[config.mk]
export PLATFORM = sky130hd
export DESIGN_NAME = ppm_encoder_flat
export DESIGN_NICKNAME = d
export VERILOG_FILES = /design/src/source/pc2drone_pkg.sv /design/src/source/pc2drone_if.sv /design/src/source/ppm_encoder.sv /design/src/flat_wrapper.sv
export VERILOG_INCLUDE_DIRS = /design/src /design/src/source
export SDC_FILE = /design/constraint.sdc
export NUM_CORES = 1
export LEC_CHECK = 0
export BUFFER_PORTS_ARGS = -buffer_cell sky130_fd_sc_hd__clkbuf_2
export CAP_MARGIN = 20
export CORE_MARGIN = 1.5
export CORE_UTILIZATION = 50
export DETAILED_ROUTE_END_ITERATION = 8
export HOLD_SLACK_MARGIN = 0.02
export PLACE_DENSITY = 0.69
export SYNTH_ARGS = -nofsm -noshare
export SYNTH_HDL_FRONTEND = slang
export SYNTH_SLANG_ARGS = --single-unit
[constraint.sdc]
create_clock -name clk_system -period 4.4 [get_ports clk_system]
set_input_delay 0.22 -clock clk_system [delete_from_list [all_inputs] [get_ports clk_system]]
set_output_delay 0.22 -clock clk_system [all_outputs]
set_load 0.02 [all_outputs]
[src/source/pc2drone_defs.svh]
/* PC to drone bridge timing constants */
`ifndef PC2DRONE_DEFS_SVH
`define PC2DRONE_DEFS_SVH

// Serial line, clock cycles per bit
`define UART_BIT_CYCLES 24
// Offset from start edge to bit center
`define UART_HALF_CYCLES 12

// Marker byte opening a command frame
`define FRAME_START 8'hA5

// Pulse width for a zero command byte
`define PPM_MIN_PULSES 8261
// Cycles added per command step
`define PPM_GAIN 48
// Trim weight as a left shift, x8
`define PPM_TRIM_SHIFT 3

// Low gap ahead of every channel pulse
`define PPM_SEP_CYCLES 300
// Total frame period in cycles
`define PPM_FRAME_CYCLES 100000

// Room for widths up to about 21.5k cycles
`define PPM_WIDTH_BITS 15

`endif

[src/source/pc2drone_pkg.sv]
/* PC to drone shared types */
`include "pc2drone_defs.svh"

package pc2drone_pkg;

    // Channels carried per command frame and per PPM frame
    localparam int NUM_CHANNELS = 4;

    // Serial receiver
    typedef enum logic [1:0] {
        IDLE,
        START,
        DATA,
        STOP
    } rx_state_t;

    // Frame decoder
    typedef enum logic [1:0] {
        HUNT,
        PAYLOAD,
        CHECK
    } dec_state_t;

    // PPM encoder phases
    typedef enum logic [1:0] {
        SEP,
        PULSE,
        SYNC
    } ppm_state_t;

    typedef logic [`PPM_WIDTH_BITS-1:0] pulse_width_t;

endpackage

[src/source/pc2drone_if.sv]
/* Command and pulse buses */


// Scaled widths toward the PPM encoder
interface pulse_if;
    import pc2drone_pkg::*;

    logic valid;
    pulse_width_t width [NUM_CHANNELS];

    modport source (output valid, output width);
    modport sink (input valid, input width);
endinterface

[src/source/ppm_encoder.sv]
/* Four-channel PPM encoder */
`timescale 1ns/1ps
`include "pc2drone_defs.svh"

module ppm_encoder (
    input  logic  clk_system,
    input  logic  rst,
    pulse_if.sink pulses,
    output logic  ppm_output
);
    import pc2drone_pkg::*;

    localparam int IDX_BITS = $clog2(NUM_CHANNELS);
    // One extra count marks the closing separator
    localparam int CH_BITS = $clog2(NUM_CHANNELS + 1);
    localparam int FRAME_BITS = $clog2(`PPM_FRAME_CYCLES);

    pulse_width_t pending [NUM_CHANNELS];
    pulse_width_t shadow [NUM_CHANNELS];
    ppm_state_t state;
    logic [CH_BITS-1:0] ch;
    pulse_width_t state_cnt;
    logic [FRAME_BITS-1:0] frame_cnt;
    pulse_width_t cur_width;
    logic frame_start;
    logic sep_done;
    logic pulse_done;

    assign cur_width = shadow[ch[IDX_BITS-1:0]];
    // Fixed period, independent of the widths
    assign frame_start = (frame_cnt == FRAME_BITS'(`PPM_FRAME_CYCLES - 1));
    assign sep_done = (state_cnt == pulse_width_t'(`PPM_SEP_CYCLES - 1));
    assign pulse_done = (state_cnt == cur_width - 1'b1);

    // Latest widths wait in pending, shadow only changes at frame start
    always_ff @(posedge clk_system) begin
        if (rst) begin
            for (int k = 0; k < NUM_CHANNELS; k++) begin
                pending[k] <= pulse_width_t'(`PPM_MIN_PULSES);
                shadow[k] <= pulse_width_t'(`PPM_MIN_PULSES);
            end
        end else begin
            for (int k = 0; k < NUM_CHANNELS; k++) begin
                if (pulses.valid) pending[k] <= pulses.width[k];
                if (frame_start) shadow[k] <= pending[k];
            end
        end
    end

    always_ff @(posedge clk_system) begin
        if (rst) begin
            // Idle high, first frame opens right after reset
            state <= SYNC;
            ch <= '0;
            state_cnt <= '0;
            frame_cnt <= FRAME_BITS'(`PPM_FRAME_CYCLES - 1);
            ppm_output <= 1'b1;
        end else if (frame_start) begin
            state <= SEP;
            ch <= '0;
            state_cnt <= '0;
            frame_cnt <= '0;
            ppm_output <= 1'b0;
        end else begin
            frame_cnt <= frame_cnt + 1'b1;
            state_cnt <= state_cnt + 1'b1;
            case (state)
                SEP: begin
                    if (sep_done) begin
                        state_cnt <= '0;
                        ppm_output <= 1'b1;
                        state <= (ch == CH_BITS'(NUM_CHANNELS)) ? SYNC : PULSE;
                    end
                end
                PULSE: begin
                    if (pulse_done) begin
                        state_cnt <= '0;
                        ppm_output <= 1'b0;
                        ch <= ch + 1'b1;
                        state <= SEP;
                    end
                end
                // High until the frame counter wraps
                SYNC: state_cnt <= '0;
                default: state <= SYNC;
            endcase
        end
    end

endmodule

[src/flat_wrapper.sv]
// flat-port wrapper written by rule: the top's interface ports become plain ports
module ppm_encoder_flat import pc2drone_pkg::*;
  (clk_system, rst, ppm_output, pulses_valid, pulses_width);
  pulse_if pulses_i ();
  input  logic clk_system;
  input  logic rst;
  output logic ppm_output;
  input wire logic [$bits(pulses_i.valid)-1:0] pulses_valid;
  input wire logic [$bits(pulses_i.width)-1:0] pulses_width;
  assign pulses_i.valid = pulses_valid;
  assign pulses_i.width = {>>{pulses_width}};
  ppm_encoder u_core (.clk_system(clk_system), .rst(rst), .pulses(pulses_i), .ppm_output(ppm_output));
endmodule
==> flow_summary.json <==
{
  "max_freq_ghz": 0.2474,
  "drt-total-wl_um": 12920,
  "cts_root_buffer": "clkbuf_16",
  "p_per_area_nw_per_um2": 499.0,
  "crit_path_end_kind": "register",
  "row_count": 43,
  "hold_start": "pulses_width[43]",
  "htreeDepth": 4,
  "syn-cell-area_um2": 7204,
  "ant_nets": 0,
  "first_pass_iters": 5,
  "clk_path_buf_depth": 2,
  "rsz0062_at_grt": "false",
  "n_antenna_cell": 0,
  "final_util": 0.5949,
  "start_util": 0.5150,
  "fin_cells": 815,
  "finalCritPeriodShare": 0.9188,
  "die_x_um": 123.0,
  "cp.required_ns": 4.74,
  "clock-sinks": 160,
  "slew_viol_final": 0,
  "synth_async_sr_flop_share": 0,
  "die_y_um": 123.0,
  "grt_overflow": 0,
  "startpoint_type": "register",
  "grt_max_degree": 65,
  "pin_count": 64,
  "synth_top_cell_by_area": "edfxtp_1",
  "drt-wirelength-per-cell_um": 15.86,
  "cts_tree": "done",
  "syn-num-nets": 626,
  "drc": 0,
  "vias": 4305,
  "numCtsBuffers": 17,
  "synthFlopType": "edfxtp_1",
  "first_iter_violations": 236,
  "drive_above_1_share": 0.2031,
  "port_buffers": 63,
  "postCtsHoldBufs": 0,
  "syn_area_per_cell_um2": 12.91,
  "yosysUniqueCellTypes": 47,
  "fin_crit_ns": 4.043,
  "grt_pass1_wl_um": 20940,
  "crit_type": "register to register",
  "leakagePower_nw": 3.143,
  "area_growth_pct": 15.51,
  "arrival_ns": 4.38,
  "dp_cells": 783,
  "hp-class": "primary input to register",
  "dpl.hpwl_um": 8894,
  "synthTopCellsByArea": "edfxtp_1 (50%), dfxtp_1 (11%), and2_1 (4.3%)",
  "cts_setup_buffers": 0,
  "antenna_found_initial": 0,
  "multiInputGateArea_um2": 2615,
  "setup-tns-final_ns": 0,
  "post_cts_resized": 0,
  "coreArea_um2": 13990,
  "clock_latency_ns": 0.42,
  "status": "completed",
  "synthCells": 558,
  "gp_congestion": 0.8342,
  "yosysMostFrequentCell": "edfxtp_1",
  "nets": 690,
  "ys_ff_latch": 160,
  "vias_per_cell": 5.282,
  "grt_pass1_vias": 4348,
  "worst_pin_slew_ns": 0.7530,
  "clk_pin_slew_worst_paths_ns": 0.06,
  "ys_top_cells_by_count": "edfxtp_1 (120), and2_1 (49), and3_1 (48)",
  "fillers": 1109,
  "synth_edf_count": 120,
  "ir_drop_mv": 0.3382,
  "die_area_um2": 15140,
  "grt_usage": 0.1830,
  "regArea_um2": 4404,
  "yosysWarnings": 0,
  "fin_skew_ns": 0.007719,
  "seq_area_frac_synth": 0.6113,
  "timing.final.hold_violations": 0,
  "setup_viol": 0,
  "cap_violations": 0,
  "synth.top_cell.area_share": 0.5002,
  "crit_path_max_fanout": 11,
  "slew_headroom": 0.4961
}
-- layout by cell type, fill, tap and decap left out, drive strengths merged, types with 2 or more instances in the layout --
master    synthesis  layout
nand2            20      20
buf               5       9
or4               6       6
nand4b            2       2
inv              14      19
clkinvlp          0       3
o21bai           10      10
nor3b             2       2
o31ai             2       2
o21ai             3       3
nand4             6       6
mux4             15      15
mux2i             6       6
nor4b             3       3
and3             49      49
a31oi             2       2
nor2             30      30
and2             49      49
nand2b           34      34
a211oi            3       3
or3               3       3
nor4              5       5
nor2b             5       5
nor3             21      21
o311ai            2       2
edfxtp          120     120
nand3            19      19
clkinv            0       3
xor2             15      15
ha                5       5
xnor2            33      33
dfxtp            40      40
bufinv            0       4
clkbuf           22      80
-- worst max-delay path, cell delays in order (launching register included) --
cell and delay, ns:
dfxtp_1 0.61, buf_4 0.29, mux4_1 0.67, or4_1 0.67
or4_1 0.55, a211oi_1 0.24, o21ai_1 0.16, nor4_4 0.25
buf_4 0.25, mux2i_1 0.25
-- per-stage QoR --
stage | setup WS, ns | total power [W] | hold slack (ns) | cell area (um2)
after floorplan | 0.4720 | 0.002434 | 0.3215 | 7204
after global routing | 0.03020 | 0.004317 | 0.05194 | 8322
after global placement | 0.5130 | 0.002590 | 0.4699 | 7692
after detailed placement | 0.3252 | 0.002620 | 0.4773 | 7692
final | 0.3574 | 0.004152 | 0.05384 | 8322
after CTS | 0.3251 | 0.004186 | 0.03904 | 8322
-- state kept, by name (all words and copies together), names as in the netlist, named ones only --
signal,cells
u_core.pending,60
u_core.ppm_output,1
u_core.ch,3
u_core.shadow,60
u_core.state_cnt,15
u_core.frame_cnt,17
u_core.state,2
-- layout make-up --
cell class,count,area share
clock buffers,17,0.05112
clock inverters,15,0.02451
inverters,14,0.006315
multi-input cells,357,0.3142
flip-flops and latches,160,0.5292
well taps,180,0.02706
repair buffers,72,0.04751
-- report_power, final --
group	switching, W	internal [W]	total, W
logic	0.000377	0.000231	0.000608
registers	0.0000944	0.00188	0.00197
clock network	0.000612	0.000957	0.00157
-- logic make-up after synthesis --
kind of cell / synth area share
xor gates and xnor gates: 0.05835
buffers and inverters: 0.02605
adders and majority gates: 0.008684
and+or+nand+nor: 0.2114
muxes: 0.05783
AOI/OAI and AO/OA: 0.02640
DFF: 0.6113
-- worst paths after layout --
| path | end | slack (ns) | cells past startpoint |
|---|---|---|---|
| max | u_core.ch[1] | 0.36 | 9 |
| min | u_core.pending[1][13] | 0.05 | 2 |
| max reg2reg | u_core.ch[1] | 0.36 | 9 |
| min reg2reg | u_core.ch[2] | 0.48 | 2 |
-- metal layers --
| metal | wire (um) | track usage | vias to the layer above |
|---|---|---|---|
| met4 | 175 | 0.05316 | 0 |
| met2 | 6308 | 0.3042 | 86 |
| li1 | - | - | 2143 |
| met3 | 624 | 0.05627 | 14 |
| met5 | 0 | 0 | - |
| met1 | 5813 | 0.2321 | 2062 |
(Power assumes the default switching activity.)
