**src/source/pc2drone_defs.svh**
```systemverilog
/* PC to drone bridge timing constants */
`ifndef PC2DRONE_DEFS_SVH
`define PC2DRONE_DEFS_SVH

// Serial line, clock cycles per bit
`define UART_BIT_CYCLES 24
// Offset from start edge to bit center
`define UART_HALF_CYCLES 12

// Marker byte opening a command frame
`define FRAME_START 8'hA5

// Pulse width for a zero command byte
`define PPM_MIN_PULSES 8261
// Cycles added per command step
`define PPM_GAIN 48
// Trim weight as a left shift, x8
`define PPM_TRIM_SHIFT 3

// Low gap ahead of every channel pulse
`define PPM_SEP_CYCLES 300
// Total frame period in cycles
`define PPM_FRAME_CYCLES 100000

// Room for widths up to about 21.5k cycles
`define PPM_WIDTH_BITS 15

`endif

```
**src/source/pc2drone_pkg.sv**
```systemverilog
/* PC to drone shared types */
`include "pc2drone_defs.svh"

package pc2drone_pkg;

    // Channels carried per command frame and per PPM frame
    localparam int NUM_CHANNELS = 4;

    // Serial receiver
    typedef enum logic [1:0] {
        IDLE,
        START,
        DATA,
        STOP
    } rx_state_t;

    // Frame decoder
    typedef enum logic [1:0] {
        HUNT,
        PAYLOAD,
        CHECK
    } dec_state_t;

    // PPM encoder phases
    typedef enum logic [1:0] {
        SEP,
        PULSE,
        SYNC
    } ppm_state_t;

    typedef logic [`PPM_WIDTH_BITS-1:0] pulse_width_t;

endpackage

```
**src/source/uart_rx.sv**
```systemverilog
/* 8N1 serial byte receiver */
`timescale 1ns/1ps
`include "pc2drone_defs.svh"

module uart_rx (
    input  logic       clk_system,
    input  logic       rst,
    input  logic       sdin,
    output logic [7:0] data,
    output logic       data_valid
);
    import pc2drone_pkg::*;

    localparam int CNT_BITS = $clog2(`UART_BIT_CYCLES);

    logic [1:0] sync_q;
    logic rx;
    rx_state_t state;
    logic [CNT_BITS-1:0] cyc_cnt;
    logic [2:0] bit_idx;
    logic [7:0] shift;
    logic bit_tick;

    // Two flops against metastability, idle line is high
    always_ff @(posedge clk_system) begin
        if (rst) begin
            sync_q <= 2'b11;
        end else begin
            sync_q <= {sync_q[0], sdin};
        end
    end

    assign rx = sync_q[1];
    // One full bit elapsed since the last sample point
    assign bit_tick = (cyc_cnt == CNT_BITS'(`UART_BIT_CYCLES - 1));

    always_ff @(posedge clk_system) begin
        if (rst) begin
            state <= IDLE;
            cyc_cnt <= '0;
            bit_idx <= '0;
            data_valid <= 1'b0;
        end else begin
            data_valid <= 1'b0;
            cyc_cnt <= cyc_cnt + 1'b1;
            case (state)
                IDLE: begin
                    cyc_cnt <= '0;
                    // Falling edge opens a start bit
                    if (!rx) state <= START;
                end
                START: begin
                    // Glitch filter, start bit must still be low mid-bit
                    if (cyc_cnt == CNT_BITS'(`UART_HALF_CYCLES - 1)) begin
                        cyc_cnt <= '0;
                        bit_idx <= '0;
                        state <= rx ? IDLE : DATA;
                    end
                end
                DATA: begin
                    if (bit_tick) begin
                        cyc_cnt <= '0;
                        bit_idx <= bit_idx + 1'b1;
                        if (bit_idx == 3'd7) state <= STOP;
                    end
                end
                STOP: begin
                    if (bit_tick) begin
                        // Framing error drops the byte silently
                        data_valid <= rx;
                        state <= IDLE;
                    end
                end
                default: state <= IDLE;
            endcase
        end
    end

    // LSB arrives first, shift in from the top
    always_ff @(posedge clk_system) begin
        if (state == DATA && bit_tick) shift <= {rx, shift[7:1]};
        if (state == STOP && bit_tick && rx) data <= shift;
    end

endmodule

```
**config.mk**
```make
export PLATFORM = sky130hd
export DESIGN_NAME = uart_rx
export DESIGN_NICKNAME = d
export VERILOG_FILES = /design/src/source/pc2drone_pkg.sv /design/src/source/uart_rx.sv
export VERILOG_INCLUDE_DIRS = /design/src /design/src/source
export SDC_FILE = /design/constraint.sdc
export NUM_CORES = 1
export LEC_CHECK = 0
export BUFFER_PORTS_ARGS = -buffer_cell sky130_fd_sc_hd__buf_2
export CORE_ASPECT_RATIO = 1.5
export CORE_MARGIN = 2
export CORE_UTILIZATION = 35
export CTS_CLUSTER_DIAMETER = 40
export DETAILED_ROUTE_END_ITERATION = 16
export HOLD_SLACK_MARGIN = 0.06
export PLACE_DENSITY = 0.57
export SYNTH_ARGS = -nofsm -noshare
export SYNTH_HDL_FRONTEND = slang
export SYNTH_SLANG_ARGS = --single-unit
```
**constraint.sdc**
```tcl
create_clock -name clk_system -period 1.7 [get_ports clk_system]
set_clock_uncertainty 0.2 [all_clocks]
set_input_delay 0.34 -clock clk_system [delete_from_list [all_inputs] [get_ports clk_system]]
set_output_delay 0.34 -clock clk_system [all_outputs]
set_load 0.01 [all_outputs]
```
==> flow_metrics.py, run 1 <==
metrics = {
    "worst_hold_path": {
        "hold_path_depth": 2,
        "hold_path.class": "in -> reg",
        "min_to": "bit_idx[0]",
        "hold_path_startpoint": "rst",
    },
    "detailed_routing": {
        "wl_um": 1660,
        "drtAntennaViolNets": 0,
        "drcViolationCount": 0,
        "routedWlPerCell_um": 12.5,
        "viasPerCell": 4.83,
        "vias": 643,
        "drtPass1Iterations": 3,
        "drt_iter0_markers": 2,
    },
    "synthesis": {
        "ys_ff_latch": 29,
        "synth_edf_count": 16,
        "syn_inst": 74,
        "ys.warnings.count": 0,
        "syn_avg_cell_area_um2": 14.6,
        "synth-main-ff-cell": "edfxtp_1",
        "ys_seq_area_share_pct": 68.8,
        "syn_nets": 80,
        "synthArstFlopShare_pct": 0,
        "synth_cell_types": 30,
        "synth_area_mm2": 0.00108,
    },
    "floorplanning": {
        "initial_core_util_pct": 37.0,
        "die_h_um": 71.9,
        "dieArea_mm2": 0.00355,
        "ios": 12,
        "core_area_mm2": 0.00291,
        "rows": 24,
        "die_w_um": 49.3,
    },
    "timing": {
        "rsz0062_at_grt": "true",
        "post-route-period-util_pct": 96.4,
        "hold_ws_ns": 0.201,
        "max_freq_ghz": 0.610,
        "hold_viol": 0,
        "finalSetupViolCount": 0,
        "layout_min_cycle_time_ns": 1.64,
        "worst_slew_pin_slew_ns": 0.557,
        "slew_headroom_pct": 62.6,
        "drv_slew": 0,
        "tns_ns": 0,
        "setup_slack_ns": 0.0610,
    },
    "grt": {
        "use_met2_pct": 20.3,
        "grt-ovfl-total": 0,
        "grt_util_met1_pct": 9.58,
        "grt_pass1_wl_um": 2820,
        "grt.total_usage_pct": 10.9,
        "grtUsageMet3_pct": 4.53,
        "grt_max_degree": 13,
        "antenna_found_initial": 0,
        "first_global_vias": 642,
        "grt.busiest_layer": "met2",
    },
    "finish": {
        "layout_common_cells": "edfxtp_1 (16), dfxtp_1 (11), buf_2 (11)",
        "final_cell_area_mm2": 0.00131,
        "fin_util_pct": 44.8,
        "drive_above_1_share_pct": 33.0,
        "final_common_cell": "edfxtp_1",
        "antenna_cells": 0,
        "final_cells": 133,
        "syn_to_final_growth_pct": 21.1,
        "nets": 99,
    },
    "flow_run": {
        "max-cap-violations": 0,
    },
    "clock_network": {
        "numCtsBuffers": 5,
        "cts_sinks": 29,
        "cts.path.max_buffers": 2,
        "clock_latency_ns": 0.27,
        "h-tree-depth": 2,
        "clk_pin_slew_ns": 0.06,
        "cts_tree": "built",
        "post_cts_buffers": 0,
        "root_buffer": "clkbuf_8",
    },
    "place": {
        "dpl_cell_area_mm2": 0.00120,
        "post-dp-hpwl_um": 1220,
        "gp_congestion": 0.793,
        "placedCellCount": 124,
        "io_buffers": 11,
        "place_worst_setup_slack_ns": 0.0376,
    },
    "power_and_ir_drop": {
        "netSwitchingPower_mw": 0.244,
        "pwr-share-seq_pct": 58.6,
        "p_sw_share_pct": 19.3,
        "combPwrFrac_pct": 1.6,
        "power_density_mw_per_mm2": 969,
        "total_power_mw": 1.26,
        "leakagePower_nw": 0.474,
        "power_frac_clock_pct": 39.8,
        "max-vdd-ir-drop_uv": 562,
        "intPower_mw": 1.02,
    },
    "setup_path": {
        "r2r-end": "bit_idx[1]",
        "cp_data_arrival_time_ns": 1.62,
        "end_kind": "flop",
        "required_ns": 1.68,
        "worstPathMaxFanout": 10,
        "worstSetupPathType": "reg -> reg",
        "rrSetupSlack_ns": 0.06,
        "ff2ff_path_depth": 5,
        "worstReg2RegStart": "cyc_cnt[0]",
        "critPathLaunchType": "flop",
    },
    "outcome": {
        "outcome": "finished clean",
    },
}
[synthesized netlist by cell type, types with 2 or more instances]
master	n	area share, %
a311oi_1	2	1.6
nor3_1	5	2.3
or2_2	2	1.2
dfxtp_1	13	24
inv_1	4	1.4
nand4b_1	2	1.6
xor2_1	2	1.6
ha_1	3	3.5
nand3_1	2	0.93
a21oi_1	2	0.93
nor3b_1	2	1.4
o41ai_1	2	1.6
edfxtp_1	16	45
[per-layer routing]
layer,routed length (µm),vias to the layer above
li1,-,317
met1,651,308
met2,906,16
met3,77,2
met4,21,0
met5,0,-
[critical path, cell delays in order (launching register included)]
cell and delay, ns:
dfxtp_2 0.34, ha_4 0.17, and4b_1 0.21, buf_4 0.16
and2_4 0.21, o41ai_2 0.26
[area by class of cell]
cell class / count / area [µm²]
fillers: 289 / 1610
flip-flops and latches: 29 / 743
multi-input cells: 39 / 337
repair buffers: 14 / 80.1
clock buffers: 5 / 68.8
well taps: 39 / 48.8
inverters: 4 / 15.0
clock inverters: 3 / 12.5
[sequential cells by signal, summed over array words and instances, names as in the netlist, named ones only]
register / flops
data: 8
shift: 8
cyc_cnt: 5
bit_idx: 3
sync_q: 2
data_valid: 1
state: 1
[cell families after synthesis]
kind of cell | after synthesis | share of synthesized area, %
AOI/OAI and AO/OA | 9 | 6.62
xor gates and xnor gates | 3 | 2.44
adders and majority gates | 3 | 3.48
buffers and inverters | 6 | 2.79
DFF | 29 | 68.8
and+or+nand+nor | 24 | 15.9
[power by group through the flow]
stage	combinational (mW)	sequential, mW	clock (mW)
2_1_floorplan	0.0127	0.755	0
3_3_place_gp	0.0174	0.756	0
3_5_place_dp	0.0182	0.756	0
4_1_cts	0.0198	0.742	0.525
5_1_grt	0.0223	0.742	0.554
6_report	0.0197	0.742	0.503
[how the worst max path moves through the flow]
stage,startpoint,depth (start not counted),to
3_5_place_dp,cyc_cnt[0],5,bit_idx[1]
2_1_floorplan,cyc_cnt[1],5,data[0]
6_report,cyc_cnt[0],5,bit_idx[1]
3_3_place_gp,cyc_cnt[0],5,bit_idx[1]
5_1_grt,cyc_cnt[0],5,bit_idx[2]
4_1_cts,cyc_cnt[0],5,bit_idx[2]
[repair_timing]
action                                  CTS  global route
hold endpoints to repair                  1             0
endpoints found under the setup margin    0             2
hold buffers                              1             0
resized for setup                         0             2
Power figures use the tool's default switching activity.
==> inputs of run 2 (changes only) <==
- CORE_UTILIZATION: 35 -> 45
- PLACE_DENSITY: 0.57 -> 0.69
==> run 2 against run 1 <==
Worst hold slack got worse by 0.058 ns. Sequential power about the same. First-iteration DRC count grew to 5.5 times the previous value. Via count rose by 2.0%. Cell count shrank 9.0%. Routed wire length decreased by 3.5%. Power down 7.7%. Register-to-register slack is essentially flat. Critical path type unchanged.
==> flow_metrics.py, run 2 (synthesis results as in run 1) <==
metrics = {
    "finish": {
        "nFillCells": 186,
        "multiInputGateArea_um2": 329,
        "nets": 103,
        "final_common_cell": "edfxtp_1",
        "antenna_cells": 0,
        "reg_top3": "data: 8 flops, shift: 8 flops, cyc_cnt: 5 flops",
        "layout_common_cells": "edfxtp_1 (16), dfxtp_1 (11), buf_2 (11)",
        "seq_area_um2": 743,
        "fin_util_pct": 57.6,
        "syn_to_final_growth_pct": 20.8,
        "final_cells": 121,
        "drive_above_1_share_pct": 34.7,
    },
    "detailed_routing": {
        "vias": 656,
        "routedWlPerCell_um": 13.2,
        "drtAntennaViolNets": 0,
        "viasPerCell": 5.42,
        "drt_iter0_markers": 11,
        "drcViolationCount": 0,
        "wl_um": 1600,
        "drtPass1Iterations": 3,
    },
    "power_and_ir_drop": {
        "power_density_mw_per_mm2": 898,
        "max-vdd-ir-drop_uv": 467,
        "leakagePower_nw": 0.482,
    },
    "floorplanning": {
        "die_w_um": 44.0,
        "core_area_mm2": 0.00226,
        "initial_core_util_pct": 47.7,
        "ios": 12,
        "rows": 21,
        "dieArea_mm2": 0.00281,
        "die_h_um": 63.9,
    },
    "setup_path": {
        "worstPathMaxFanout": 8,
        "ff2ff_path_depth": 4,
        "cpMaxStageDelayCell": "dfxtp_2",
        "rrSetupSlack_ns": 0.05,
        "r2r-end": "data[0]",
        "critPathMaxStageDelay_ns": 0.35,
        "crit_family": "simple AND/OR/NAND/NOR gates",
        "worstReg2RegStart": "cyc_cnt[0]",
        "end_kind": "flop",
        "worstSetupPathType": "reg -> reg",
        "required_ns": 1.53,
        "critPathLaunchType": "flop",
        "cp_data_arrival_time_ns": 1.48,
        "crit_buf_inv": 0,
        "worstPathCellList": "ha_4 -> and4b_1 -> and3_4 -> and2_4",
    },
    "clock_network": {
        "cts.path.max_buffers": 2,
        "root_buffer": "clkbuf_4",
        "cts_sinks": 29,
        "clk_pin_slew_ns": 0.08,
        "cts_tree": "built",
        "numCtsBuffers": 5,
        "h-tree-depth": 2,
        "clock_latency_ns": 0.31,
    },
    "timing": {
        "tns_ns": 0,
        "slew_headroom_pct": 68.4,
        "drv_slew": 0,
        "finalSetupViolCount": 0,
        "max_freq_ghz": 0.607,
        "worst_slew_pin_slew_ns": 0.471,
        "hold_viol": 0,
        "rsz0062_at_grt": "false",
        "post-route-period-util_pct": 96.9,
        "layout_min_cycle_time_ns": 1.65,
    },
    "grt": {
        "antenna_found_initial": 0,
        "grt.total_usage_pct": 13.8,
        "grt_pass1_wl_um": 2710,
        "grt-ovfl-total": 0,
        "first_global_vias": 658,
        "grt.busiest_layer": "met2",
        "grt_util_met1_pct": 12.7,
        "grt_max_degree": 13,
        "grtUsageMet3_pct": 6.78,
        "use_met2_pct": 22.8,
    },
    "place": {
        "io_buffers": 11,
        "placedCellCount": 108,
        "post-dp-hpwl_um": 1160,
        "gp_congestion": 0.783,
    },
    "outcome": {
        "outcome": "finished clean",
    },
    "worst_hold_path": {
        "hold_path.class": "in -> reg",
        "hold_path_depth": 2,
        "hold_path_startpoint": "rst",
    },
    "flow_run": {
        "max-cap-violations": 0,
    },
}
## run 2: worst max path at each step
| stage | slack, ns | depth (start not counted) | end | start |
|---|---|---|---|---|
| floorplan | 0.03 | 5 | data[0] | cyc_cnt[1] |
| global placement | 0.04 | 5 | bit_idx[1] | cyc_cnt[0] |
| detailed placement | -0.07 | 5 | bit_idx[1] | cyc_cnt[0] |
| CTS | 0.01 | 5 | bit_idx[1] | cyc_cnt[1] |
| global route | 0.005 | 4 | data[1] | cyc_cnt[0] |
| finish | 0.05 | 4 | data[0] | cyc_cnt[0] |
## run 2: area by class of cell
class                           count  share of cell area (%)
Clock buffer                        8                    4.52
Inverter                            4                    1.15
Multi-Input combinational cell     39                    25.3
Sequential cell                    29                    57.1
Tap cell                           23                    2.21
Timing Repair Buffer               18                    9.71
## run 2: routing by layer
metal / share of wire (%) / wire length [µm] / vias to the layer above
met5: 0 / 0 / -
met4: 3.4 / 55 / 0
met3: 5.6 / 89 / 6
met2: 52 / 833 / 14
met1: 39 / 620 / 309
li1: - / - / 327
## run 2: through the flow
stage                     hold WS (ns)  total power, mW  worst slack, ns  cell area [µm²]
after floorplan                  0.189            0.768           0.0348             1090
after global placement           0.191            0.773           0.0429             1180
after detailed placement         0.197            0.774          -0.0659             1180
after CTS                        0.119             1.19           0.0138             1290
after global routing             0.153             1.22          0.00497             1300
final                            0.143             1.17           0.0529             1300
## run 2: worst register-to-register path: stages (launching register included)
cell and delay (ns):
dfxtp_2 0.35, ha_4 0.16, and4b_1 0.23, and3_4 0.22
and2_4 0.20
## run 2: timing repair
action                     4_1_cts  5_1_grt
setup endpoints to repair        1        9
hold buffers                     1        0
gates resized for setup          1        1
pin swaps                        2        1
hold endpoints to repair         1        0
setup buffers                    3        1
## run 2: where the power goes
group,switching [mW],total [mW],internal [mW],leakage [nW]
combinational,0.00994,0.0203,0.0103,0.200
sequential,0.00443,0.740,0.735,0.250
clock,0.204,0.408,0.204,0.0326
total,0.219,1.17,0.949,0.482
