<file path="config.mk">
export PLATFORM = sky130hd
export DESIGN_NAME = command_frame_decoder_flat
export DESIGN_NICKNAME = d
export VERILOG_FILES = /design/src/source/pc2drone_pkg.sv /design/src/source/pc2drone_if.sv /design/src/source/command_frame_decoder.sv /design/src/flat_wrapper.sv
export VERILOG_INCLUDE_DIRS = /design/src /design/src/source
export SDC_FILE = /design/constraint.sdc
export NUM_CORES = 1
export LEC_CHECK = 0
export BUFFER_PORTS_ARGS = -buffer_cell sky130_fd_sc_hd__buf_2
export CORE_UTILIZATION = 55
export DETAILED_ROUTE_END_ITERATION = 12
export GPL_TIMING_DRIVEN = 0
export PLACE_DENSITY = 0.78
export SYNTH_ARGS = -nofsm -noshare
export SYNTH_HDL_FRONTEND = slang
export SYNTH_SLANG_ARGS = --single-unit
</file>
<file path="constraint.sdc">
create_clock -name clk_system -period 7.6 [get_ports clk_system]
set_input_delay 1.14 -clock clk_system [delete_from_list [all_inputs] [get_ports clk_system]]
set_output_delay 1.14 -clock clk_system [all_outputs]
set_load 0.02 [all_outputs]
</file>
<file path="src/source/pc2drone_defs.svh">
/* PC to drone bridge timing constants */
`ifndef PC2DRONE_DEFS_SVH
`define PC2DRONE_DEFS_SVH

// Serial line, clock cycles per bit
`define UART_BIT_CYCLES 24
// Offset from start edge to bit center
`define UART_HALF_CYCLES 12

// Marker byte opening a command frame
`define FRAME_START 8'hA5

// Pulse width for a zero command byte
`define PPM_MIN_PULSES 8261
// Cycles added per command step
`define PPM_GAIN 48
// Trim weight as a left shift, x8
`define PPM_TRIM_SHIFT 3

// Low gap ahead of every channel pulse
`define PPM_SEP_CYCLES 300
// Total frame period in cycles
`define PPM_FRAME_CYCLES 100000

// Room for widths up to about 21.5k cycles
`define PPM_WIDTH_BITS 15

`endif

</file>
<file path="src/source/pc2drone_pkg.sv">
/* PC to drone shared types */
`include "pc2drone_defs.svh"

package pc2drone_pkg;

    // Channels carried per command frame and per PPM frame
    localparam int NUM_CHANNELS = 4;

    // Serial receiver
    typedef enum logic [1:0] {
        IDLE,
        START,
        DATA,
        STOP
    } rx_state_t;

    // Frame decoder
    typedef enum logic [1:0] {
        HUNT,
        PAYLOAD,
        CHECK
    } dec_state_t;

    // PPM encoder phases
    typedef enum logic [1:0] {
        SEP,
        PULSE,
        SYNC
    } ppm_state_t;

    typedef logic [`PPM_WIDTH_BITS-1:0] pulse_width_t;

endpackage

</file>
<file path="src/source/pc2drone_if.sv">
/* Command and pulse buses */
`timescale 1ns/1ps

// Decoded frame, fields held until the next good frame
interface cmd_if;
    import pc2drone_pkg::*;

    logic valid;
    logic [7:0] chan [NUM_CHANNELS];
    logic signed [7:0] trim [NUM_CHANNELS];

    modport source (output valid, output chan, output trim);
    modport sink (input valid, input chan, input trim);
endinterface


</file>
<file path="src/source/command_frame_decoder.sv">
/* Command frame decoder */
`timescale 1ns/1ps
`include "pc2drone_defs.svh"

module command_frame_decoder (
    input  logic       clk_system,
    input  logic       rst,
    input  logic [7:0] data,
    input  logic       data_valid,
    cmd_if.source      cmd
);
    import pc2drone_pkg::*;

    // Channel bytes then trims
    localparam int PAYLOAD_BYTES = 2 * NUM_CHANNELS;
    localparam int IDX_BITS = $clog2(PAYLOAD_BYTES);

    dec_state_t state;
    logic [IDX_BITS-1:0] idx;
    logic [7:0] csum;
    logic [7:0] stage [PAYLOAD_BYTES];
    logic match;

    // Checksum byte agrees with running XOR
    assign match = data_valid && (state == CHECK) && (data == csum);

    always_ff @(posedge clk_system) begin
        if (rst) begin
            state <= HUNT;
            idx <= '0;
            csum <= '0;
            cmd.valid <= 1'b0;
        end else begin
            cmd.valid <= match;
            case (state)
                HUNT: begin
                    // Anything but the marker is discarded here
                    if (data_valid && data == `FRAME_START) begin
                        idx <= '0;
                        csum <= '0;
                        state <= PAYLOAD;
                    end
                end
                PAYLOAD: begin
                    if (data_valid) begin
                        csum <= csum ^ data;
                        idx <= idx + 1'b1;
                        if (idx == IDX_BITS'(PAYLOAD_BYTES - 1)) state <= CHECK;
                    end
                end
                CHECK: begin
                    // Good or bad, go look for the next marker
                    if (data_valid) state <= HUNT;
                end
                default: state <= HUNT;
            endcase
        end
    end

    // Staging keeps a bad frame away from the outputs
    always_ff @(posedge clk_system) begin
        if (state == PAYLOAD && data_valid) stage[idx] <= data;
        if (match) begin
            for (int k = 0; k < NUM_CHANNELS; k++) begin
                cmd.chan[k] <= stage[k];
                cmd.trim[k] <= $signed(stage[k + NUM_CHANNELS]);
            end
        end
    end

endmodule

</file>
<file path="src/flat_wrapper.sv">
// flat-port wrapper written by rule: the top's interface ports become plain ports
module command_frame_decoder_flat import pc2drone_pkg::*;
  (clk_system, rst, data, data_valid, cmd_valid, cmd_chan, cmd_trim);
  cmd_if cmd_i ();
  input  logic clk_system;
  input  logic rst;
  input  logic [7:0] data;
  input  logic data_valid;
  output wire logic [$bits(cmd_i.valid)-1:0] cmd_valid;
  output wire logic [$bits(cmd_i.chan)-1:0] cmd_chan;
  output wire logic [$bits(cmd_i.trim)-1:0] cmd_trim;
  assign cmd_valid = cmd_i.valid;
  assign cmd_chan = {>>{cmd_i.chan}};
  assign cmd_trim = {>>{cmd_i.trim}};
  command_frame_decoder u_core (.clk_system(clk_system), .rst(rst), .data(data), .data_valid(data_valid), .cmd(cmd_i));
endmodule
</file>
==> impl_metrics.csv, run 1 <==
group,metric,value,unit
synthesis,ys_warn_count,0,
clock_tree,insertion_delay,0.51,ns
setup_path,crit_top_cell,"buf_6",
flow_run,maxCapViolCount,0,
setup_path,critPathMaxFanout,15,
setup_path,cp_top_family,"buffers and inverters",
die,core_area,8220,sq um
cells_and_area,final-seq-area,4120,sq um
cells_and_area,finalInstanceArea,5820,sq um
sta,slew_violations,0,
sta,whs,0.414,ns
power_and_ir_drop,p_per_area,282,nW/um^2
synthesis,synth_top_family_by_area,"simple AND/OR/NAND/NOR gates",
clock_tree,clock_path_buffers,2,
die,die_w,94.3,um
route,vias,2359,
sta,period_share,36.9,%
die,initial_core_util,57.0,%
route,drt_iter0_drc,148,
setup_path,critPathLaunch,"data[4]",
setup_path,reg2reg_to,"u_core.stage[1][6]$_DFFE_PP_",
synthesis,mappedNetlistNets,237,
setup_path,cp-end-kind,"flop",
setup_path,start_kind,"primary input",
global_routing,antenna_found_initial,0,
global_routing,grt_max_degree,17,
sta,fin_setup_tns,0,ns
clock_tree,post_cts_buffers,0,
cells_and_area,nFillCells,475,
clock_tree,postCtsHoldBufs,0,
die,die_h,94.3,um
clock_tree,cts.clk_slew.worst_paths,0.07,ns
die,ios,76,
sta,period_minus_slack,2.81,ns
setup_path,cp_slowest_stage_delay,0.63,ns
cells_and_area,num-nets-final,336,
setup_path,worstPathRequired,7.81,ns
placement,globalplace.congestion,0.814,
setup_path,cp_num_buf_inv,4,
clock_tree,ctsRootBufferMaster,"clkbuf_8",
synthesis,syn_area,4680,sq um
placement,placement.io_buffers,75,
sta,maxSlewHeadroom,24.6,%
clock_tree,tritoncts,"yes",
sta,tightest_slew,1.12,ns
route,drc,0,
synthesis,synth_xor_area_share,2.80,%
synthesis,synth_top_area_share,82.1,%
setup_path,worstSetupPathType,"in2reg",
route,antenna_left,0,
power_and_ir_drop,power,1.64,mW
power_and_ir_drop,max-vdd-ir-drop,0.000169,V
clock_tree,cts.sinks,142,
die,dieArea,8890,sq um
synthesis,ys_types,29,
global_routing,first_global_vias,2320,
cells_and_area,final_cells,441,
setup_path,crit_path_cell_trace,"buf_2, xnor2_1, nand3_1, nor3_2, buf_6, buf_6, buf_6",
setup_path,reg2reg_depth,4,
sta,max_freq,0.356,GHz
status,outcome,"completed",
route,wl,8.18,mm
route,routedWlPerCell,18.5,um
power_and_ir_drop,leakage,2.03,nW
global_routing,track_usage,20.0,%
synthesis,synthAdderAreaFrac,0.534,%
synthesis,synth_largest_area_cell,"edfxtp_1",
cells_and_area,drive_above_1_share,35.1,%
cells_and_area,multiInputGateArea,547,sq um
synthesis,synthCells,224,
synthesis,synthMuxAreaShare,0.214,%
placement,placedCellCount,409,
synthesis,ys_seq_area_share,88.0,%
synthesis,synth_area_leaders,"edfxtp_1, dfxtp_1, nand4b_1, xnor2_1, xor2_1",
synthesis,yosys.area_share.simple,6.36,%
route,post_drt_via_cell_ratio,5.35,
clock_tree,postCtsResizedCells,0,
cells_and_area,area_growth,24.2,%
setup_path,r2r_setup_slack,4.95,ns
sta,finClkSkew,0.0111,ns
hold_path,hold_class,"reg2reg",
cells_and_area,antenna_cells,0,
placement,placed_area,5250,sq um
sta,finalSetupViolations,0,
synthesis,ys_seq_elements,142,
sta,hold_viol_final,0,
hold_path,whs_path_depth,0,
global_routing,grt-ovfl-total,0,
setup_path,critPathCapture,"cmd_trim[5]$_DFFE_PP_",
setup_path,r2r_start,"u_core.state[0]$_SDFFE_PP0P_",
clock_tree,numCtsBuffers,17,
synthesis,avgSynthCellArea,20.9,sq um
sta,rsz0062_at_grt,"false",
die,core.rowCount,33,
setup_path,critPathArrivalTime,3.02,ns
clock_tree,cts_max_level,4,
setup_path,cp.depth,7,
route,dr.pass1.iters,4,
setup_path,cp_slowest_cell,"nor3_2",
global_routing,grt_first_pass_wirelength,12.3,mm
placement,dpl.hpwl,4.72,mm
synthesis,synth_compound_area_share,1.66,%
==> stage by stage <==
| stage | setup WS, ns | util (%) |
|---|---|---|
| 2_1_floorplan | 1.28 | - |
| 3_3_place_gp | -0.499 | 63.2 |
| 3_5_place_dp | 4.24 | 63.9 |
| 4_1_cts | 4.76 | 70.8 |
| 5_1_grt | 4.62 | 70.8 |
| 6_report | 4.79 | 70.8 |
==> worst register-to-register path: cells and delay by family, from the launching register on <==
| kind | cells | cell delay (ns) |
|---|---|---|
| flops | 1 | 0.31 |
| buf+inv | 2 | 0.72 |
| simple gates | 2 | 1.23 |
==> synthesized netlist by cell type <==
cell / count
edfxtp_1: 128
dfxtp_1: 14
nor2_1: 14
nand4b_1: 11
xnor2_1: 8
nand2_1: 7
xor2_1: 7
clkbuf_1: 4
nand2b_1: 3
nor3_1: 3
o21ai_0: 3
a21oi_1: 2
a31oi_1: 2
ha_1: 2
nor2b_1: 2
a211oi_2: 1
and3b_1: 1
inv_1: 1
mux2i_1: 1
nand3_1: 1
nand3b_1: 1
nand4_1: 1
nor4_1: 1
o41ai_4: 1
or2_2: 1
or3_1: 1
or3b_2: 1
or4_1: 1
or4b_4: 1
==> sequential cells by signal (all words and copies together) (netlist names) <==
name / cells
u_core.stage: 64
cmd_trim: 32
u_core.cmd.valid: 1
u_core.idx: 3
u_core.csum: 8
cmd_chan: 32
u_core.state: 2
==> cell type report <==
| class | count | area share (%) |
|---|---|---|
| inverters | 1 | 0.0645 |
| plain buffers | 4 | 0.258 |
| flip-flops and latches | 142 | 70.9 |
| multi-input cells | 77 | 9.40 |
| repair buffers | 80 | 7.42 |
| clock buffers | 17 | 7.12 |
| well taps | 105 | 2.26 |
| clock inverters | 15 | 2.60 |
==> worst min path at each step <==
stage                                       startpoint                     end  slack [ns]
final                     u_core.stage[7][2]$_DFFE_PP_   cmd_trim[2]$_DFFE_PP_        0.41
after global routing      u_core.stage[0][4]$_DFFE_PP_  cmd_chan[28]$_DFFE_PP_        0.42
after CTS                 u_core.stage[0][4]$_DFFE_PP_  cmd_chan[28]$_DFFE_PP_        0.41
after detailed placement  u_core.stage[2][3]$_DFFE_PP_  cmd_chan[11]$_DFFE_PP_        0.40
after global placement    u_core.stage[3][1]$_DFFE_PP_   cmd_chan[1]$_DFFE_PP_        0.40
after floorplan           u_core.stage[3][0]$_DFFE_PP_   cmd_chan[0]$_DFFE_PP_        0.40
==> per-layer routing <==
| metal | up-vias | track usage (%) | routed length, um |
|---|---|---|---|
| li1 | 1069 | - | - |
| met1 | 1168 | 25.2 | 3500 |
| met2 | 107 | 31.0 | 4000 |
| met3 | 15 | 5.58 | 523 |
| met4 | 0 | 11.9 | 152 |
| met5 | - | 0 | 0 |
==> power breakdown <==
| group | internal [mW] | leakage [nW] | switching [mW] | total [mW] |
|---|---|---|---|---|
| Combinational | 0.00458 | 0.491 | 0.0146 | 0.0192 |
| Sequential | 0.844 | 1.26 | 0.0000606 | 0.844 |
| Clock | 0.444 | 0.274 | 0.334 | 0.778 |
==> layout by cell type, fill, tap and decap left out <==
cell and instances:
xor2_1 7, or2_2 1, nand2_1 7, clkbuf_8 1
or3_1 1, nand3b_1 1, or4b_4 1, inv_6 4
clkinv_4 5, xnor2_1 8, or3b_2 1, inv_1 1
nand4b_1 11, mux2i_1 1, o41ai_4 1, and3b_1 1
ha_1 2, nor2_1 14, o21ai_0 3, clkbuf_16 16
clkbuf_1 4, nand2b_1 3, a31oi_1 2, clkinv_2 1
buf_2 75, or4_1 1, a21oi_1 2, nand3_1 1
edfxtp_1 128, inv_8 2, nor3_2 1, clkinvlp_4 2
buf_6 5, nand4_1 1, a211oi_2 1, nor2b_1 2
nor4_1 1, nor3_1 2, bufinv_16 1, dfxtp_1 14
==> logic make-up (layout without fill, tap and decap cells) <==
group	count (synthesis)	after routing
DFF	142	142
and+or+nand+nor	50	50
xor gates and xnor gates	15	15
AOI/OAI and AO/OA	9	9
buffers and inverters	5	117
adders and majority gates	2	2
muxes	1	1
Note: power is estimated with default switching activity, not from simulation.
==> run 2, diff against run 1 <==
--- a/config.mk
+++ b/config.mk
@@ -7,10 +7,10 @@
 export NUM_CORES = 1
 export LEC_CHECK = 0
 export BUFFER_PORTS_ARGS = -buffer_cell sky130_fd_sc_hd__buf_2
-export CORE_UTILIZATION = 55
+export CORE_UTILIZATION = 50
 export DETAILED_ROUTE_END_ITERATION = 12
 export GPL_TIMING_DRIVEN = 0
-export PLACE_DENSITY = 0.78
+export PLACE_DENSITY = 0.75
 export SYNTH_ARGS = -nofsm -noshare
 export SYNTH_HDL_FRONTEND = slang
 export SYNTH_SLANG_ARGS = --single-unit
==> constraint.sdc (replaced) <==
create_clock -name clk_system -period 2.43 [get_ports clk_system]
set_input_delay 0.3645 -clock clk_system [delete_from_list [all_inputs] [get_ports clk_system]]
set_output_delay 0.3645 -clock clk_system [all_outputs]
set_load 0.02 [all_outputs]
==> impl_metrics.csv, run 2 (synthesis results as in run 1) <==
group,metric,value,unit
route,routedWlPerCell,17.8,um
clock_tree,post_cts_buffers,0,
route,wl,7.89,mm
die,ios,76,
global_routing,grt_max_degree,25,
cells_and_area,antenna_cells,0,
die,initial_core_util,52.7,%
route,drt_iter0_drc,107,
sta,max_freq,0.456,GHz
clock_tree,postCtsResizedCells,0,
power_and_ir_drop,leakage,2.08,nW
route,drc,0,
sta,whs,0.129,ns
power_and_ir_drop,p_per_area,914,nW/um^2
cells_and_area,largest_reg_flops,64,
placement,place_ws,-0.0182,ns
cells_and_area,layout_commonest_cell,"edfxtp_1",
sta,rsz0062_at_grt,"false",
die,core_area,8890,sq um
sta,finalSetupViolations,0,
cells_and_area,finalInstanceArea,5940,sq um
cells_and_area,regMostFlops,"u_core.stage",
sta,fin_setup_tns,0,ns
route,dr.pass1.iters,4,
setup_path,start_kind,"flop",
clock_tree,clock_path_buffers,2,
clock_tree,postCtsHoldBufs,0,
flow_run,maxCapViolCount,0,
setup_path,cp-end-kind,"flop",
cells_and_area,area_growth,26.7,%
cells_and_area,layout_common_cells,"edfxtp_1, buf_2, clkbuf_16, nor2_1, dfxtp_1",
setup_path,critPathArrivalTime,2.32,ns
global_routing,grt-ovfl-total,0,
placement,globalplace.congestion,0.800,
clock_tree,cts_max_level,4,
clock_tree,ctsRootBufferMaster,"clkbuf_8",
sta,maxSlewHeadroom,25.0,%
placement,placed_area,5300,sq um
setup_path,critPathMaxFanout,10,
setup_path,worstSetupPathType,"reg2reg",
global_routing,first_global_vias,2251,
cells_and_area,post-route-util,66.8,%
route,vias,2297,
sta,period_minus_slack,2.19,ns
sta,slew_violations,0,
global_routing,track_usage,18.0,%
cells_and_area,final_cells,442,
global_routing,antenna_found_initial,0,
sta,finalWorstSetupSlack,0.236,ns
global_routing,grt_first_pass_wirelength,12.3,mm
die,die_w,98.8,um
placement,dpl.hpwl,4.75,mm
cells_and_area,drive_above_1_share,34.4,%
clock_tree,cts.clk_slew.worst_paths,0.06,ns
die,dieArea,9760,sq um
clock_tree,cts.sinks,142,
sta,period_share,90.3,%
sta,finClkSkew,0.0117,ns
hold_path,hold_class,"in2reg",
die,die_h,98.8,um
cells_and_area,num-nets-final,334,
route,antenna_left,0,
clock_tree,numCtsBuffers,17,
sta,tightest_slew,1.12,ns
placement,placement.io_buffers,75,
status,outcome,"completed",
clock_tree,insertion_delay,0.51,ns
placement,placedCellCount,410,
route,post_drt_via_cell_ratio,5.20,
die,core.rowCount,34,
power_and_ir_drop,power,5.43,mW
setup_path,worstPathRequired,2.55,ns
power_and_ir_drop,max-vdd-ir-drop,0.000519,V
clock_tree,tritoncts,"yes",
sta,hold_viol_final,0,
## run 2: path summary, 6_finish.rpt
path / start / slack, ns / cells past startpoint / endpoint
worst max-delay path: u_core.state[0]$_SDFFE_PP0P_ / 0.24 / 4 / u_core.stage[0][5]$_DFFE_PP_
worst min-delay path: rst / 0.13 / 2 / u_core.state[1]$_SDFFE_PP0P_
worst max register to register: u_core.state[0]$_SDFFE_PP0P_ / 0.24 / 4 / u_core.stage[0][5]$_DFFE_PP_
worst min register to register: u_core.stage[5][2]$_DFFE_PP_ / 0.41 / 0 / cmd_trim[18]$_DFFE_PP_
## run 2: area by class of cell
type	instances	area, sq um
inverters	1	3.75
fillers	577	2960
clock buffers	19	422
multi-input cells	77	558
repair buffers	78	458
flip-flops and latches	142	4120
plain buffers	4	25.0
well taps	108	135
clock inverters	13	210
## run 2: per-layer routing
metal | global-route usage, % | vias to the layer above | wire length (um)
met4 | 7.46 | 0 | 121
met1 | 21.8 | 1128 | 3280
li1 | - | 1069 | -
met2 | 29.3 | 87 | 4020
met5 | 0 | - | 0
met3 | 6.95 | 13 | 462
## run 2: power by group
| part | switching [mW] | internal (mW) | leakage (nW) | total (mW) |
|---|---|---|---|---|
| clock network | 0.947 | 1.78 | 0.305 | 2.72 |
| registers | 0.000192 | 2.64 | 1.26 | 2.64 |
| logic | 0.0482 | 0.0144 | 0.517 | 0.0626 |
## run 2: critical path: stages, from the launching register on
cell and delay [ns]:
dfxtp_1 0.32, clkbuf_8 0.16, nand3b_1 0.13, or2_2 0.34
nor3_1 0.86
==> run 3, diff against run 2 <==
--- a/config.mk
+++ b/config.mk
@@ -7,10 +7,10 @@
 export NUM_CORES = 1
 export LEC_CHECK = 0
 export BUFFER_PORTS_ARGS = -buffer_cell sky130_fd_sc_hd__buf_2
-export CORE_UTILIZATION = 50
+export CORE_UTILIZATION = 45
 export DETAILED_ROUTE_END_ITERATION = 12
 export GPL_TIMING_DRIVEN = 0
-export PLACE_DENSITY = 0.75
+export PLACE_DENSITY = 0.68
 export SYNTH_ARGS = -nofsm -noshare
 export SYNTH_HDL_FRONTEND = slang
 export SYNTH_SLANG_ARGS = --single-unit
==> impl_metrics.csv, run 3 (synthesis results as in run 1) <==
group,metric,value,unit
route,wl_met2,3.81,mm
cells_and_area,nFillCells,720,
cells_and_area,drive_above_1_share,35.0,%
setup_path,cp_slowest_stage_delay,0.69,ns
sta,hold_viol_final,0,
global_routing,grt_max_degree,23,
setup_path,start_kind,"flop",
global_routing,track_usage,15.1,%
die,core_area,9910,sq um
cells_and_area,layout_commonest_cell,"edfxtp_1",
cells_and_area,layout_common_cells,"edfxtp_1, buf_2, clkbuf_16, nor2_1, dfxtp_1",
cells_and_area,area_growth,26.3,%
cells_and_area,antenna_cells,0,
route,drt_iter0_drc,94,
clock_tree,tritoncts,"yes",
route,wl_met3,362,um
setup_path,worstSetupPathType,"reg2reg",
sta,tightest_slew,0.981,ns
clock_tree,cts.clk_slew.worst_paths,0.06,ns
power_and_ir_drop,p_per_area,887,nW/um^2
placement,globalplace.congestion,0.784,
die,die_w,104,um
clock_tree,ctsRootBufferMaster,"clkbuf_8",
global_routing,grt_first_pass_wirelength,11.5,mm
sta,max_freq,0.443,GHz
route,antenna_left,0,
cells_and_area,largest_reg_flops,64,
clock_tree,cts_max_level,4,
cells_and_area,num-nets-final,334,
setup_path,crit_path_cell_trace,"clkbuf_8, and3b_1, nand4_1, nor3_4, buf_16, buf_16",
route,post_drt_via_cell_ratio,4.78,
global_routing,grt-ovfl-total,0,
die,ios,76,
placement,dpl.hpwl,4.58,mm
clock_tree,insertion_delay,0.51,ns
clock_tree,cts.sinks,142,
route,vias,2233,
route,wl,7.55,mm
die,core.rowCount,36,
sta,period_minus_slack,2.26,ns
sta,fin_setup_tns,0,ns
cells_and_area,regMostFlops,"u_core.stage",
global_routing,antenna_found_initial,0,
route,wl_met1,3.30,mm
global_routing,first_global_vias,2142,
die,initial_core_util,47.3,%
clock_tree,numCtsBuffers,17,
setup_path,cp_slowest_cell,"nor3_4",
clock_tree,postCtsHoldBufs,0,
die,die_h,104,um
power_and_ir_drop,power,5.24,mW
route,routedWlPerCell,16.2,um
sta,finClkSkew,0.0107,ns
route,dr.pass1.iters,4,
route,drc,0,
setup_path,crit_top_cell,"buf_16",
sta,maxSlewHeadroom,34.1,%
setup_path,critPathMaxFanout,22,
route,routed.top_layer,"met4",
sta,finalSetupViolations,0,
clock_tree,clock_path_buffers,2,
power_and_ir_drop,leakage,2.08,nW
setup_path,cp-end-kind,"flop",
sta,period_share,92.9,%
die,dieArea,10800,sq um
power_and_ir_drop,max-vdd-ir-drop,0.000489,V
setup_path,critPathArrivalTime,2.47,ns
sta,slew_violations,0,
placement,placement.io_buffers,75,
hold_path,hold_class,"in2reg",
status,outcome,"completed",
setup_path,worstPathRequired,2.65,ns
flow_run,maxCapViolCount,0,
sta,rsz0062_at_grt,"false",
[run 3: cell count changes in the layout (fill, tap and decap cells not counted), sizes merged]
cell,before,now
bufinv,5,4
clkbuf,23,22
clkinv,4,10
clkinvlp,1,0
inv,4,1
[run 3: power breakdown]
part	leakage [nW]	total, mW	internal, mW	switching (mW)
logic	0.513	0.0601	0.0144	0.0457
registers	1.26	2.64	2.64	0.000187
clock network	0.301	2.54	1.65	0.895
[run 3: layer usage]
layer  track usage, %  up-vias
met5                0        -
met4             6.63        0
met3             6.58        9
met2             24.0       82
met1             17.8     1078
li1                 -     1064
[run 3: repair_timing]
item | CTS | global route
gates resized for setup | 1 | 0
endpoints found under the setup margin | 8 | 0
buffers inserted | 0 | 0
[run 3: through the flow]
step                      hold slack (ns)  worst slack (ns)  instances  cell area (sq um)  utilization, %
final                               0.114             0.173        467               5910            59.7
after global routing                0.101            0.0676        467               5910            59.7
after CTS                          0.0876             0.178        467               5910            59.7
after detailed placement            0.405           0.00821        435               5320            53.7
after global placement              0.400             -1.14        432               5250            53.0
after floorplan                     0.400            -0.379        224               4710               -
[run 3: critical path: cells and delay by family (launching register included)]
kind                   cells  cell delay [ns]
buffers and inverters      3             0.57
flip-flops                 1             0.30
AND/OR/NAND/NOR            3             1.08
[run 3: path summary, 6_finish.rpt]
path / slack (ns) / cells past startpoint / to / startpoint
worst max register to register: 0.17 / 6 / cmd_chan[3]$_DFFE_PP_ / u_core.state[0]$_SDFFE_PP0P_
worst min register to register: 0.42 / 0 / cmd_trim[20]$_DFFE_PP_ / u_core.stage[5][4]$_DFFE_PP_
worst max-delay path: 0.17 / 6 / cmd_chan[3]$_DFFE_PP_ / u_core.state[0]$_SDFFE_PP0P_
worst min-delay path: 0.11 / 2 / u_core.state[0]$_SDFFE_PP0P_ / rst
[run 3: cell type report]
cell class	instances	area (sq um)	share of cell area, %
Tap cell	133	166	2.81
Clock buffer	18	418	7.07
Sequential cell	142	4120	69.7
Inverter	1	3.75	0.0635
Clock inverter	14	174	2.94
Timing Repair Buffer	78	445	7.53
Buffer	4	25.0	0.423
Multi-Input combinational cell	77	558	9.44
